$ cat src/design/lsu_params.svh
`ifndef LSU_PARAMS_SVH
`define LSU_PARAMS_SVH

// lanes per warp
`define LSU_NUM_THREADS 4

// in-flight load slots and the tag that indexes them
`define LSU_QUEUE_SIZE 8
`define LSU_TAG_BITS 3

// warp id and destination register widths
`define LSU_NW_BITS 2
`define LSU_NR_BITS 5

`endif

$ cat src/design/lsu_pkg.sv
`default_nettype none

`include "lsu_params.svh"

package lsu_pkg;

    typedef logic [31:0] word_t;
    typedef logic [`LSU_NUM_THREADS-1:0] tmask_t;
    typedef logic [`LSU_NW_BITS-1:0] wid_t;
    typedef logic [`LSU_NR_BITS-1:0] rd_t;
    typedef logic [`LSU_TAG_BITS-1:0] tag_t;
    typedef logic [1:0] byte_off_t;

    // loads first, stores after
    typedef enum logic [2:0] {
        LB,
        LH,
        LW,
        LBU,
        LHU,
        SB,
        SH,
        SW
    } lsu_op_t;

    // what a load needs back when its data returns
    typedef struct packed {
        wid_t wid;
        word_t pc;
        tmask_t tmask;
        rd_t rd;
        lsu_op_t op;
        byte_off_t [`LSU_NUM_THREADS-1:0] offset;
    } lsu_meta_t;

    function automatic logic op_is_load(lsu_op_t op);
        return (op == LB) || (op == LH) || (op == LW) || (op == LBU) || (op == LHU);
    endfunction

endpackage

`default_nettype wire

$ cat src/design/lsu_addr_stage.sv
`timescale 1ns/10ps
`default_nettype none

`include "lsu_params.svh"

module lsu_addr_stage (
    input  wire                                         clk,
    input  wire                                         reset,
    input  wire                                         req_valid_in,
    output logic                                        req_ready_out,
    input  wire lsu_pkg::wid_t                          wid,
    input  wire lsu_pkg::tmask_t                        tmask,
    input  wire lsu_pkg::word_t                         pc,
    input  wire lsu_pkg::lsu_op_t                       op,
    input  wire lsu_pkg::word_t [`LSU_NUM_THREADS-1:0]  base_addr,
    input  wire lsu_pkg::word_t                         offset,
    input  wire lsu_pkg::word_t [`LSU_NUM_THREADS-1:0]  store_data,
    input  wire lsu_pkg::rd_t                           rd,
    output logic                                        out_valid,
    input  wire                                         out_ready,
    output lsu_pkg::wid_t                               out_wid,
    output lsu_pkg::tmask_t                             out_tmask,
    output lsu_pkg::word_t                              out_pc,
    output lsu_pkg::lsu_op_t                            out_op,
    output lsu_pkg::word_t [`LSU_NUM_THREADS-1:0]       out_addr,
    output lsu_pkg::word_t [`LSU_NUM_THREADS-1:0]       out_data,
    output lsu_pkg::rd_t                                out_rd
);
    import lsu_pkg::*;

    word_t [`LSU_NUM_THREADS-1:0] full_addr;
    logic enable;

    always_comb begin
        for (int i = 0; i < `LSU_NUM_THREADS; i++) begin
            full_addr[i] = base_addr[i] + offset;
        end
    end

    // register empty or draining this cycle
    assign enable = !out_valid || out_ready;
    assign req_ready_out = enable;

    always_ff @(posedge clk) begin
        if (reset) begin
            out_valid <= 1'b0;
        end else if (enable) begin
            out_valid <= req_valid_in;
        end
    end

    always_ff @(posedge clk) begin
        if (enable && req_valid_in) begin
            out_wid   <= wid;
            out_tmask <= tmask;
            out_pc    <= pc;
            out_op    <= op;
            out_addr  <= full_addr;
            out_data  <= store_data;
            out_rd    <= rd;
        end
    end

endmodule

`default_nettype wire

$ cat src/design/lsu_req_issue.sv
`timescale 1ns/10ps
`default_nettype none

`include "lsu_params.svh"

module lsu_req_issue (
    input  wire                                         clk,
    input  wire                                         reset,
    input  wire                                         in_valid,
    output logic                                        in_ready,
    input  wire lsu_pkg::wid_t                          in_wid,
    input  wire lsu_pkg::tmask_t                        in_tmask,
    input  wire lsu_pkg::word_t                         in_pc,
    input  wire lsu_pkg::lsu_op_t                       in_op,
    input  wire lsu_pkg::word_t [`LSU_NUM_THREADS-1:0]  in_addr,
    input  wire lsu_pkg::word_t [`LSU_NUM_THREADS-1:0]  in_data,
    input  wire lsu_pkg::rd_t                           in_rd,
    output logic [`LSU_NUM_THREADS-1:0]                 dcache_req_valid,
    input  wire [`LSU_NUM_THREADS-1:0]                  dcache_req_ready,
    output logic                                        dcache_req_rw,
    output logic [`LSU_NUM_THREADS-1:0][29:0]           dcache_req_addr,
    output logic [`LSU_NUM_THREADS-1:0][3:0]            dcache_req_byteen,
    output lsu_pkg::word_t [`LSU_NUM_THREADS-1:0]       dcache_req_data,
    output lsu_pkg::tag_t [`LSU_NUM_THREADS-1:0]        dcache_req_tag,
    output logic                                        alloc,
    output lsu_pkg::lsu_meta_t                          alloc_meta,
    input  wire lsu_pkg::tag_t                          alloc_tag,
    input  wire                                         full,
    output logic                                        st_commit_valid,
    input  wire                                         st_commit_ready,
    output lsu_pkg::wid_t                               st_commit_wid,
    output lsu_pkg::tmask_t                             st_commit_tmask,
    output lsu_pkg::word_t                              st_commit_pc
);
    import lsu_pkg::*;

    tmask_t sent_mask;
    tmask_t pending;
    tmask_t fire;
    logic is_load;
    logic is_start;
    logic dep_ready;
    logic lanes_done;
    tag_t tag_hold;
    tag_t req_tag;

    assign is_load  = op_is_load(in_op);
    assign is_start = (sent_mask == '0);
    assign pending  = in_tmask & ~sent_mask;

    // loads need a slot up front, stores need the commit port
    assign dep_ready  = is_load ? !(full && is_start) : st_commit_ready;
    assign lanes_done = &(~pending | dcache_req_ready);
    assign in_ready   = dep_ready && lanes_done;

    assign dcache_req_valid = {`LSU_NUM_THREADS{in_valid && dep_ready}} & pending;
    assign fire = dcache_req_valid & dcache_req_ready;

    assign alloc = in_valid && is_load && is_start && (|fire);
    assign req_tag = is_start ? alloc_tag : tag_hold;

    always_ff @(posedge clk) begin
        if (reset) begin
            sent_mask <= '0;
        end else if (in_valid && in_ready) begin
            sent_mask <= '0;
        end else begin
            sent_mask <= sent_mask | fire;
        end
    end

    // slot stays with the instruction across partial accepts
    always_ff @(posedge clk) begin
        if (alloc) begin
            tag_hold <= alloc_tag;
        end
    end

    always_comb begin
        alloc_meta.wid   = in_wid;
        alloc_meta.pc    = in_pc;
        alloc_meta.tmask = in_tmask;
        alloc_meta.rd    = in_rd;
        alloc_meta.op    = in_op;
        for (int i = 0; i < `LSU_NUM_THREADS; i++) begin
            alloc_meta.offset[i] = in_addr[i][1:0];
        end
    end

    assign dcache_req_rw = !is_load;

    always_comb begin
        for (int i = 0; i < `LSU_NUM_THREADS; i++) begin
            dcache_req_addr[i] = in_addr[i][31:2];
            dcache_req_tag[i]  = req_tag;
            dcache_req_data[i] = in_data[i] << {in_addr[i][1:0], 3'b000};
            case (in_op)
                SB: dcache_req_byteen[i] = 4'b0001 << in_addr[i][1:0];
                SH: dcache_req_byteen[i] = 4'b0011 << {in_addr[i][1], 1'b0};
                default: dcache_req_byteen[i] = 4'b1111;
            endcase
        end
    end

    // fires together with the last store lane
    assign st_commit_valid = in_valid && !is_load && in_ready;
    assign st_commit_wid   = in_wid;
    assign st_commit_tmask = in_tmask;
    assign st_commit_pc    = in_pc;

endmodule

`default_nettype wire

$ cat src/design/lsu_tag_buffer.sv
`timescale 1ns/10ps
`default_nettype none

`include "lsu_params.svh"

module lsu_tag_buffer (
    input  wire                         clk,
    input  wire                         reset,
    input  wire                         alloc,
    input  wire lsu_pkg::lsu_meta_t     alloc_meta,
    output lsu_pkg::tag_t               alloc_tag,
    output logic                        full,
    input  wire                         rsp_valid,
    input  wire                         rsp_ready,
    input  wire lsu_pkg::tmask_t        rsp_tmask,
    input  wire lsu_pkg::tag_t          rsp_tag,
    output logic                        fire_out,
    output lsu_pkg::lsu_meta_t          meta_out,
    output logic                        last_out
);
    import lsu_pkg::*;

    logic [`LSU_QUEUE_SIZE-1:0] used;
    lsu_meta_t meta_mem [`LSU_QUEUE_SIZE];
    tmask_t rem_mask [`LSU_QUEUE_SIZE];
    tmask_t rem_next;

    assign full = &used;

    // lowest free slot
    always_comb begin
        alloc_tag = '0;
        for (int i = `LSU_QUEUE_SIZE - 1; i >= 0; i--) begin
            if (!used[i]) begin
                alloc_tag = tag_t'(i);
            end
        end
    end

    assign fire_out = rsp_valid && rsp_ready;
    assign meta_out = meta_mem[rsp_tag];
    assign rem_next = rem_mask[rsp_tag] & ~rsp_tmask;
    assign last_out = (rem_next == '0);

    always_ff @(posedge clk) begin
        if (reset) begin
            used <= '0;
        end else begin
            if (alloc) begin
                used[alloc_tag] <= 1'b1;
            end
            if (fire_out && last_out) begin
                used[rsp_tag] <= 1'b0;
            end
        end
    end

    // alloc and response never target the same slot
    always_ff @(posedge clk) begin
        if (alloc) begin
            meta_mem[alloc_tag] <= alloc_meta;
            rem_mask[alloc_tag] <= alloc_meta.tmask;
        end
        if (fire_out) begin
            rem_mask[rsp_tag] <= rem_next;
        end
    end

endmodule

`default_nettype wire

$ cat src/design/lsu_rsp_format.sv
`timescale 1ns/10ps
`default_nettype none

`include "lsu_params.svh"

module lsu_rsp_format (
    input  wire                                         clk,
    input  wire                                         reset,
    input  wire                                         fire,
    input  wire lsu_pkg::lsu_meta_t                     meta,
    input  wire                                         last,
    input  wire lsu_pkg::tmask_t                        rsp_tmask,
    input  wire lsu_pkg::word_t [`LSU_NUM_THREADS-1:0]  rsp_data,
    output logic                                        rsp_ready,
    output logic                                        ld_commit_valid,
    input  wire                                         ld_commit_ready,
    output lsu_pkg::wid_t                               ld_commit_wid,
    output lsu_pkg::tmask_t                             ld_commit_tmask,
    output lsu_pkg::word_t                              ld_commit_pc,
    output lsu_pkg::rd_t                                ld_commit_rd,
    output lsu_pkg::word_t [`LSU_NUM_THREADS-1:0]       ld_commit_data,
    output logic                                        ld_commit_eop
);
    import lsu_pkg::*;

    word_t [`LSU_NUM_THREADS-1:0] fmt_data;
    logic stall;

    always_comb begin
        logic [15:0] half;
        logic [7:0] byte_val;
        for (int i = 0; i < `LSU_NUM_THREADS; i++) begin
            half     = meta.offset[i][1] ? rsp_data[i][31:16] : rsp_data[i][15:0];
            byte_val = meta.offset[i][0] ? half[15:8] : half[7:0];
            case (meta.op)
                LB:  fmt_data[i] = {{24{byte_val[7]}}, byte_val};
                LH:  fmt_data[i] = {{16{half[15]}}, half};
                LBU: fmt_data[i] = {24'd0, byte_val};
                LHU: fmt_data[i] = {16'd0, half};
                default: fmt_data[i] = rsp_data[i];
            endcase
        end
    end

    // hold the output until commit takes it
    assign stall = ld_commit_valid && !ld_commit_ready;
    assign rsp_ready = !stall;

    always_ff @(posedge clk) begin
        if (reset) begin
            ld_commit_valid <= 1'b0;
        end else if (!stall) begin
            ld_commit_valid <= fire;
        end
    end

    always_ff @(posedge clk) begin
        if (!stall && fire) begin
            ld_commit_wid   <= meta.wid;
            ld_commit_tmask <= rsp_tmask;
            ld_commit_pc    <= meta.pc;
            ld_commit_rd    <= meta.rd;
            ld_commit_data  <= fmt_data;
            ld_commit_eop   <= last;
        end
    end

endmodule

`default_nettype wire

$ cat src/design/lsu_unit.sv
`timescale 1ns/10ps
`default_nettype none

`include "lsu_params.svh"

module lsu_unit (
    input  wire                                         clk,
    input  wire                                         reset,
    input  wire                                         lsu_req_valid,
    output logic                                        lsu_req_ready,
    input  wire lsu_pkg::wid_t                          lsu_req_wid,
    input  wire lsu_pkg::tmask_t                        lsu_req_tmask,
    input  wire lsu_pkg::word_t                         lsu_req_pc,
    input  wire lsu_pkg::lsu_op_t                       lsu_req_op,
    input  wire lsu_pkg::word_t [`LSU_NUM_THREADS-1:0]  lsu_req_base_addr,
    input  wire lsu_pkg::word_t                         lsu_req_offset,
    input  wire lsu_pkg::word_t [`LSU_NUM_THREADS-1:0]  lsu_req_store_data,
    input  wire lsu_pkg::rd_t                           lsu_req_rd,
    output logic [`LSU_NUM_THREADS-1:0]                 dcache_req_valid,
    input  wire [`LSU_NUM_THREADS-1:0]                  dcache_req_ready,
    output logic                                        dcache_req_rw,
    output logic [`LSU_NUM_THREADS-1:0][29:0]           dcache_req_addr,
    output logic [`LSU_NUM_THREADS-1:0][3:0]            dcache_req_byteen,
    output lsu_pkg::word_t [`LSU_NUM_THREADS-1:0]       dcache_req_data,
    output lsu_pkg::tag_t [`LSU_NUM_THREADS-1:0]        dcache_req_tag,
    input  wire                                         dcache_rsp_valid,
    output logic                                        dcache_rsp_ready,
    input  wire lsu_pkg::tmask_t                        dcache_rsp_tmask,
    input  wire lsu_pkg::word_t [`LSU_NUM_THREADS-1:0]  dcache_rsp_data,
    input  wire lsu_pkg::tag_t                          dcache_rsp_tag,
    output logic                                        st_commit_valid,
    input  wire                                         st_commit_ready,
    output lsu_pkg::wid_t                               st_commit_wid,
    output lsu_pkg::tmask_t                             st_commit_tmask,
    output lsu_pkg::word_t                              st_commit_pc,
    output logic                                        ld_commit_valid,
    input  wire                                         ld_commit_ready,
    output lsu_pkg::wid_t                               ld_commit_wid,
    output lsu_pkg::tmask_t                             ld_commit_tmask,
    output lsu_pkg::word_t                              ld_commit_pc,
    output lsu_pkg::rd_t                                ld_commit_rd,
    output lsu_pkg::word_t [`LSU_NUM_THREADS-1:0]       ld_commit_data,
    output logic                                        ld_commit_eop
);
    import lsu_pkg::*;

    logic req_valid;
    logic req_ready;
    wid_t req_wid;
    tmask_t req_tmask;
    word_t req_pc;
    lsu_op_t req_op;
    word_t [`LSU_NUM_THREADS-1:0] req_addr;
    word_t [`LSU_NUM_THREADS-1:0] req_data;
    rd_t req_rd;

    logic alloc;
    lsu_meta_t alloc_meta;
    tag_t alloc_tag;
    logic full;

    logic rsp_fire;
    lsu_meta_t rsp_meta;
    logic rsp_last;

    lsu_addr_stage addr_stage (
        .clk           (clk),
        .reset         (reset),
        .req_valid_in  (lsu_req_valid),
        .req_ready_out (lsu_req_ready),
        .wid           (lsu_req_wid),
        .tmask         (lsu_req_tmask),
        .pc            (lsu_req_pc),
        .op            (lsu_req_op),
        .base_addr     (lsu_req_base_addr),
        .offset        (lsu_req_offset),
        .store_data    (lsu_req_store_data),
        .rd            (lsu_req_rd),
        .out_valid     (req_valid),
        .out_ready     (req_ready),
        .out_wid       (req_wid),
        .out_tmask     (req_tmask),
        .out_pc        (req_pc),
        .out_op        (req_op),
        .out_addr      (req_addr),
        .out_data      (req_data),
        .out_rd        (req_rd)
    );

    lsu_req_issue req_issue (
        .clk               (clk),
        .reset             (reset),
        .in_valid          (req_valid),
        .in_ready          (req_ready),
        .in_wid            (req_wid),
        .in_tmask          (req_tmask),
        .in_pc             (req_pc),
        .in_op             (req_op),
        .in_addr           (req_addr),
        .in_data           (req_data),
        .in_rd             (req_rd),
        .dcache_req_valid  (dcache_req_valid),
        .dcache_req_ready  (dcache_req_ready),
        .dcache_req_rw     (dcache_req_rw),
        .dcache_req_addr   (dcache_req_addr),
        .dcache_req_byteen (dcache_req_byteen),
        .dcache_req_data   (dcache_req_data),
        .dcache_req_tag    (dcache_req_tag),
        .alloc             (alloc),
        .alloc_meta        (alloc_meta),
        .alloc_tag         (alloc_tag),
        .full              (full),
        .st_commit_valid   (st_commit_valid),
        .st_commit_ready   (st_commit_ready),
        .st_commit_wid     (st_commit_wid),
        .st_commit_tmask   (st_commit_tmask),
        .st_commit_pc      (st_commit_pc)
    );

    lsu_tag_buffer tag_buffer (
        .clk        (clk),
        .reset      (reset),
        .alloc      (alloc),
        .alloc_meta (alloc_meta),
        .alloc_tag  (alloc_tag),
        .full       (full),
        .rsp_valid  (dcache_rsp_valid),
        .rsp_ready  (dcache_rsp_ready),
        .rsp_tmask  (dcache_rsp_tmask),
        .rsp_tag    (dcache_rsp_tag),
        .fire_out   (rsp_fire),
        .meta_out   (rsp_meta),
        .last_out   (rsp_last)
    );

    lsu_rsp_format rsp_format (
        .clk             (clk),
        .reset           (reset),
        .fire            (rsp_fire),
        .meta            (rsp_meta),
        .last            (rsp_last),
        .rsp_tmask       (dcache_rsp_tmask),
        .rsp_data        (dcache_rsp_data),
        .rsp_ready       (dcache_rsp_ready),
        .ld_commit_valid (ld_commit_valid),
        .ld_commit_ready (ld_commit_ready),
        .ld_commit_wid   (ld_commit_wid),
        .ld_commit_tmask (ld_commit_tmask),
        .ld_commit_pc    (ld_commit_pc),
        .ld_commit_rd    (ld_commit_rd),
        .ld_commit_data  (ld_commit_data),
        .ld_commit_eop   (ld_commit_eop)
    );

endmodule

`default_nettype wire

$ cat config.mk
export PLATFORM = sky130hd
export DESIGN_NAME = lsu_unit
export DESIGN_NICKNAME = d
export VERILOG_FILES = /design/src/design/lsu_pkg.sv /design/src/design/lsu_addr_stage.sv /design/src/design/lsu_req_issue.sv /design/src/design/lsu_tag_buffer.sv /design/src/design/lsu_rsp_format.sv /design/src/design/lsu_unit.sv
export VERILOG_INCLUDE_DIRS = /design/src /design/src/design
export SDC_FILE = /design/constraint.sdc
export NUM_CORES = 1
export LEC_CHECK = 0
export ABC_AREA = 0
export BUFFER_PORTS_ARGS = -buffer_cell sky130_fd_sc_hd__clkbuf_2
export CAP_MARGIN = 20
export CORE_AREA = 8 8 375 377
export CTS_BUF_LIST = sky130_fd_sc_hd__clkbuf_16
export CTS_CLUSTER_DIAMETER = 80
export DETAILED_ROUTE_END_ITERATION = 8
export DIE_AREA = 0 0 383 385
export GPL_TIMING_DRIVEN = 0
export PLACE_DENSITY = 0.59
export SYNTH_ARGS = -nofsm -noshare
export SYNTH_HDL_FRONTEND = slang
export SYNTH_SLANG_ARGS = --single-unit
$ cat constraint.sdc
create_clock -name clk -period 10.1 [get_ports clk]
set_input_delay 1.515 -clock clk [delete_from_list [all_inputs] [get_ports clk]]
set_output_delay 1.515 -clock clk [all_outputs]
set_load 0.005 [all_outputs]
==> metrics.txt, run 1 <==
run status=finished with violations; failing checks=antenna rules; Synth Instances=3248; Max Clk Rate=0.189 GHz; YS warnings=0; Crit Path Class=reg -> out; most common cell after layout, fill and taps aside=clkbuf_2; largest net degree at the start of global routing=66; register area share after synthesis=64.0%; die area=147000 um^2; 1st-pass router iterations=6; nets@finish=4974; Routed WL=174 mm; Post-CTS Setup Bufs=0; EDFF count, synth=909; Core Area=135000 um^2; Final Cycle Share=52.5%; htree depth=3; final hold violations=0; Max IR drop VDD=0.144 mV; Leak Pwr=21.7 nW; Starting DRT DRC Count=2707; Port-buffer cells=971; total CTS buffers=107; first-pass GRT wire length=241 mm; number of placement rows=135; Highest Signal Layer=met5; Top FF cell, synth=edfxtp_1; Global Route Usage Sum=22.5%; DR WL/cell=27.8 um; crit path time final=5.30 ns; maxcap violations=0; Required @ worst endpoint=8.59 ns; Worst slew margin=24.3%; Post-Syn Area=43100 um^2; die extent in y=385 um; Worst Tran Pin Value=1.12 ns; met2 routed wirelength=84.8 mm; worst skew pair latency=0.72 ns; Mapped Nets=3855; CP endpoint kind=output pin; drt via density=5.22; met1 WL=64.9 mm; RSZ-0062 raised after global routing=no; Avg Cell Area, Syn=13.3 um^2; r2r setup slk=5.57 ns; most frequent cells in the layout=clkbuf_2, edfxtp_1, nand2_1; Setup WS post-layout=4.80 ns; CTS Hold Buffers Added=0; Clock Sinks=923; max-slew violation count=0; Yosys reg bits=923; die boundary width=383 um; Tot Pwr=10.1 mW; startpoint types=flip-flop; Worst Hold Class=reg -> reg; crit path DAT=3.78 ns; root buffer cell=clkbuf_16; Met3 Routed Length=17.8 mm; vias in the first global route=32655; routability cong.=0.970; share of cells above drive strength 1=31.7%; ys async rst share=0%; Setup WS pre-CTS=4.81 ns; antenna viol nets, final=1; CP max FO=10; Yosys cell types=91; Setup Viol. Count Final=0; initial core utilization=32.0%; clock buffer depth=3; DR DRC count=0; vias post-DR=32750; worst hold margin=0.519 ns; crit-path most repeated cell=clkbuf_1; initial antenna violation count=45; CTS tree=built; I/O Pins=974; Resize count post-CTS=0; final setup skew=0.0449 ns; detailed placer's ending HPWL=137 mm; setup_tns=0 ns; Reg clk slew, reported paths=0.06 ns; pwr dens=186 nW/um^2; CP max stage delay=0.89 ns; crit path cell chain=clkbuf_1, clkbuf_1, mux2i_1, o21ai_0, clkbuf_2; Layout Area Growth over Synthesis=26.5%; GR Overflow Total=0; Crit-path slowest cell=o21ai_0
-- cells in the mapped netlist, drive strengths merged (17+ instances only) --
cell	number	share of area, %
xnor2	82	1.7
o21a	38	0.66
xor2	32	0.65
nor2b	77	1.1
o31ai	37	0.64
a31oi	17	0.25
nand2b	29	0.43
nor3	30	0.35
a22oi	149	2.6
and3	18	0.26
mux2i	113	2.7
mux2	29	0.76
ha	124	3.6
a21oi	167	1.9
edfxtp	909	63
buf	168	2.8
nand2	290	2.5
and2	53	0.77
clkbuf	100	0.87
nand3	25	0.29
a221oi	25	0.62
a211oi	48	0.87
nor2	176	1.6
o221ai	17	0.35
nand4	42	0.61
inv	63	0.55
a21o	66	1.1
o21ai	150	1.8
-- per-stage QoR --
stage	instances	utilization (%)	cell area [um^2]
after floorplan	3248	-	43100
after global placement	6000	37.3	50200
after detailed placement	6037	37.8	50900
after CTS	6236	40.4	54400
after global routing	6258	40.5	54500
final	6268	40.5	54500
-- metal layers --
layer | vias to the layer above | GRT usage [%]
li1 | 14631 | -
met4 | 2 | 8.73
met3 | 308 | 7.40
met2 | 1560 | 38.3
met1 | 16249 | 26.4
met5 | - | 0
-- layout make-up --
class                           count  area [um^2]
Fill cell                       12926        80100
Sequential cell                   923        27600
Multi-Input combinational cell   1994        13700
Timing Repair Buffer             1010         5550
Clock buffer                      107         2680
Tap cell                         1781         2230
Buffer                            268         1610
Clock inverter                     92          821
Inverter                           63          236
Antenna cell                       30         75.1
-- final timing paths --
kind | from | to | cells past startpoint
setup / recovery | addr_stage.out_addr[96]$_DFFE_PP_ | dcache_req_data[114] | 5
hold / removal | req_issue.sent_mask[1]$_SDFF_PP0_ | req_issue.sent_mask[1]$_SDFF_PP0_ | 2
setup reg to reg | addr_stage.out_op[2]$_DFFE_PP_ | tag_buffer.meta_mem[1][47]$_DFFE_PP_ | 12
hold reg to reg | req_issue.sent_mask[1]$_SDFF_PP0_ | req_issue.sent_mask[1]$_SDFF_PP0_ | 2
-- flip-flops by register name, summed over array words and instances (netlist names), 3 cells and up --
name,count
addr_stage.out_addr,128
tag_buffer.meta_mem,400
rsp_format.ld_commit_data,128
req_issue.sent_mask,4
tag_buffer.rem_mask,32
addr_stage.out_op,3
addr_stage.out_data,128
rsp_format.ld_commit_tmask,4
rsp_format.ld_commit_pc,32
rsp_format.ld_commit_rd,5
tag_buffer.used,8
addr_stage.out_rd,5
addr_stage.out_tmask,4
req_issue.tag_hold,3
addr_stage.out_pc,32
-- worst max-delay path, delay by kind of cell, from the launching register on --
family                 cells  cell delay (ns)
AO/OA/AOI/OAI              1             0.89
buffers and inverters      3             1.51
flip-flops                 1             0.53
multiplexers               1             0.15
-- report_power, final --
part           switching, mW  internal (mW)
sequential             0.112           4.50
clock                   1.70           2.16
combinational           1.00          0.654
total                   2.81           7.31
-- kinds of logic after synthesis --
logic type	count (synthesis)	share of synthesized area, %
flip-flops	923	64.0
AO/OA/AOI/OAI	834	13.3
AND/OR/NAND/NOR	767	8.43
buffers and inverters	331	4.26
multiplexers	151	3.90
adder cells (fa/ha/maj)	128	3.79
XOR/XNOR	114	2.32
Power figures use the tool's default switching activity.
==> inputs of run 2 (changes only) <==
==> constraint.sdc (replaced) <==
create_clock -name clk -period 5.4 [get_ports clk]
set_input_delay 0.81 -clock clk [delete_from_list [all_inputs] [get_ports clk]]
set_output_delay 0.81 -clock clk [all_outputs]
set_load 0.005 [all_outputs]
==> metrics.txt, run 2 (synthesis gave the netlist of run 1 again) <==
run status=complete, no violations; CP max FO=16 (+6); Worst Hold Class=in -> reg; Port-buffer cells=971 (unchanged); Max Clk Rate=0.196 GHz; Post-CTS Setup Bufs=0 (unchanged); reg2reg end=tag_buffer.meta_mem[0][15]$_DFFE_PP_; Max IR drop VDD=0.274 mV (+91%); final hold violations=0 (unchanged); Leak Pwr=21.7 nW (-0.14%); Starting DRT DRC Count=2695 (-0.44%); RR Startpoint=addr_stage.out_op[2]$_DFFE_PP_; startpoint types=flip-flop; Core Area=135000 um^2 (unchanged); maxcap violations=0 (unchanged); r2r setup slk=0.31 ns (-5.26 ns); CP endpoint kind=flip-flop; detailed placer's ending HPWL=140 mm (+2.5%); Tot Pwr=18.8 mW (+86%); Finished Core Util=40.5% (about the same); Reg2Reg Depth=12 (unchanged); initial antenna violation count=46 (+2.2%); Final Cycle Share=94.3%; share of cells above drive strength 1=31.2% (-0.45 points); GR Overflow Total=0 (unchanged); htree depth=3 (unchanged); pwr dens=345 nW/um^2 (+86%); post-layout instance area=54500 um^2 (about the same); Resize count post-CTS=0 (unchanged); worst hold endpoint=addr_stage.out_data[50]$_DFFE_PP_; DR DRC count=0 (unchanged); Worst Tran Pin Value=1.16 ns (+0.0371 ns); worst skew pair latency=0.74 ns (+0.02 ns); Clock Sinks=923 (unchanged); hold path depth=1 (-1); CTS Hold Buffers Added=0 (unchanged); routability cong.=0.986 (+1.6%); Setup WS pre-CTS=0.340 ns (-4.47 ns); drt via density=5.24 (+0.26%); nets@finish=4970 (-0.080%); Layout Area Growth over Synthesis=26.4% (about the same); Routed WL=179 mm (+2.9%); Reg clk slew, reported paths=0.06 ns (about the same); 1st-pass router iterations=6 (unchanged); die extent in y=385 um (unchanged); DR WL/cell=28.7 um (+3.2%); die area=147000 um^2 (unchanged); RSZ-0062 raised after global routing=no; Global Route Usage Sum=23.2% (+0.65 points); vias post-DR=32752 (+0.0061%); I/O Pins=974 (unchanged); total CTS buffers=107 (unchanged); vias in the first global route=32680 (+0.077%); most frequent cells in the layout=clkbuf_2, edfxtp_1, nand2_1; crit path time final=5.09 ns; final setup skew=0.0635 ns (+0.0187 ns); Setup Viol. Count Final=0 (unchanged); hold_sp=lsu_req_store_data[50]; Setup WS post-layout=0.310 ns (-4.49 ns); largest net degree at the start of global routing=78 (+18%); max-slew violation count=0 (unchanged); antenna viol nets, final=0 (-1); clock buffer depth=3 (unchanged); placed inst area=51000 um^2 (+0.11%); root buffer cell=clkbuf_16; number of flip-flops under the largest register name=400 (unchanged); Cells after DPL=6032 (-0.083%); crit path DAT=5.50 ns (+1.72 ns); CTS tree=built; Most flops, register=tag_buffer.meta_mem; fin cells=6252 (-0.26%); die boundary width=383 um (unchanged); Crit Path Class=reg -> reg; initial core utilization=32.0% (unchanged); Required @ worst endpoint=5.81 ns (-2.78 ns); most common cell after layout, fill and taps aside=clkbuf_2; number of placement rows=135 (unchanged); first-pass GRT wire length=246 mm (+2.2%); Worst slew margin=22.6% (-1.7 points)
[run 2: cell types whose count changed in the layout (fill, tap and decap cells not counted), moves of 3 or more]
cell / change
clkinv_4: +3
inv_1: +12
buf_16: +6
clkinvlp_4: -4
buf_6: -8
inv_6: -3
clkinv_2: -11
diode_2: -6
[run 2: cell type report]
cell class / instances / area [um^2]
antenna: 24 / 60.1
buffer: 268 / 1610
clock buffer: 107 / 2680
clock inverter: 86 / 726
fill: 12927 / 80200
inverter: 63 / 236
multi-input combinational: 1994 / 13800
sequential: 923 / 27600
tap: 1781 / 2230
timing repair buffer: 1006 / 5590
[run 2: critical path, stage by stage, from the launching register on]
cell	delay, ns
edfxtp_1	0.97
o21ai_1	0.55
and2_1	0.30
a31oi_1	0.28
and2_0	0.17
clkbuf_1	0.25
and3_1	0.22
clkbuf_1	0.35
nand2b_1	0.12
clkbuf_1	0.28
nor3_4	0.84
buf_16	0.24
buf_16	0.17
[run 2: worst max path at each step]
stage / startpoint / to / slack (ns) / depth (start not counted)
floorplan: st_commit_ready / addr_stage.out_addr[0]$_DFFE_PP_ / 0.02 / 5
global placement: addr_stage.out_op[2]$_DFFE_PP_ / addr_stage.out_addr[21]$_DFFE_PP_ / -3.48 / 6
detailed placement: addr_stage.out_op[2]$_DFFE_PP_ / tag_buffer.meta_mem[0][27]$_DFFE_PP_ / 0.34 / 12
CTS: addr_stage.out_op[2]$_DFFE_PP_ / tag_buffer.meta_mem[0][15]$_DFFE_PP_ / 0.29 / 12
global route: addr_stage.out_op[2]$_DFFE_PP_ / tag_buffer.meta_mem[0][15]$_DFFE_PP_ / 0.12 / 12
finish: addr_stage.out_op[2]$_DFFE_PP_ / tag_buffer.meta_mem[0][15]$_DFFE_PP_ / 0.31 / 12
[run 2: report_power, final]
part	leakage, nW	switching, mW	internal (mW)	total, mW
registers	8.62	0.209	8.41	8.62
clock network	1.72	3.11	3.91	7.02
logic	11.4	1.92	1.23	3.14
[run 2: per-stage QoR]
step	setup TNS [ns]	hold slack, ns
after global routing	0	0.207
after CTS	0	0.183
final	0	0.244
after global placement	-2261.70	0.492
after detailed placement	0	0.503
after floorplan	0	0.472
[run 2: metal layers]
layer / part of all wire, % / up-vias / global-route usage [%]
met5: 0 / - / 0
met4: 3.2 / 0 / 7.89
met3: 9.3 / 267 / 7.28
met2: 50 / 1526 / 40.4
met1: 37 / 16337 / 27.0
li1: - / 14622 / -
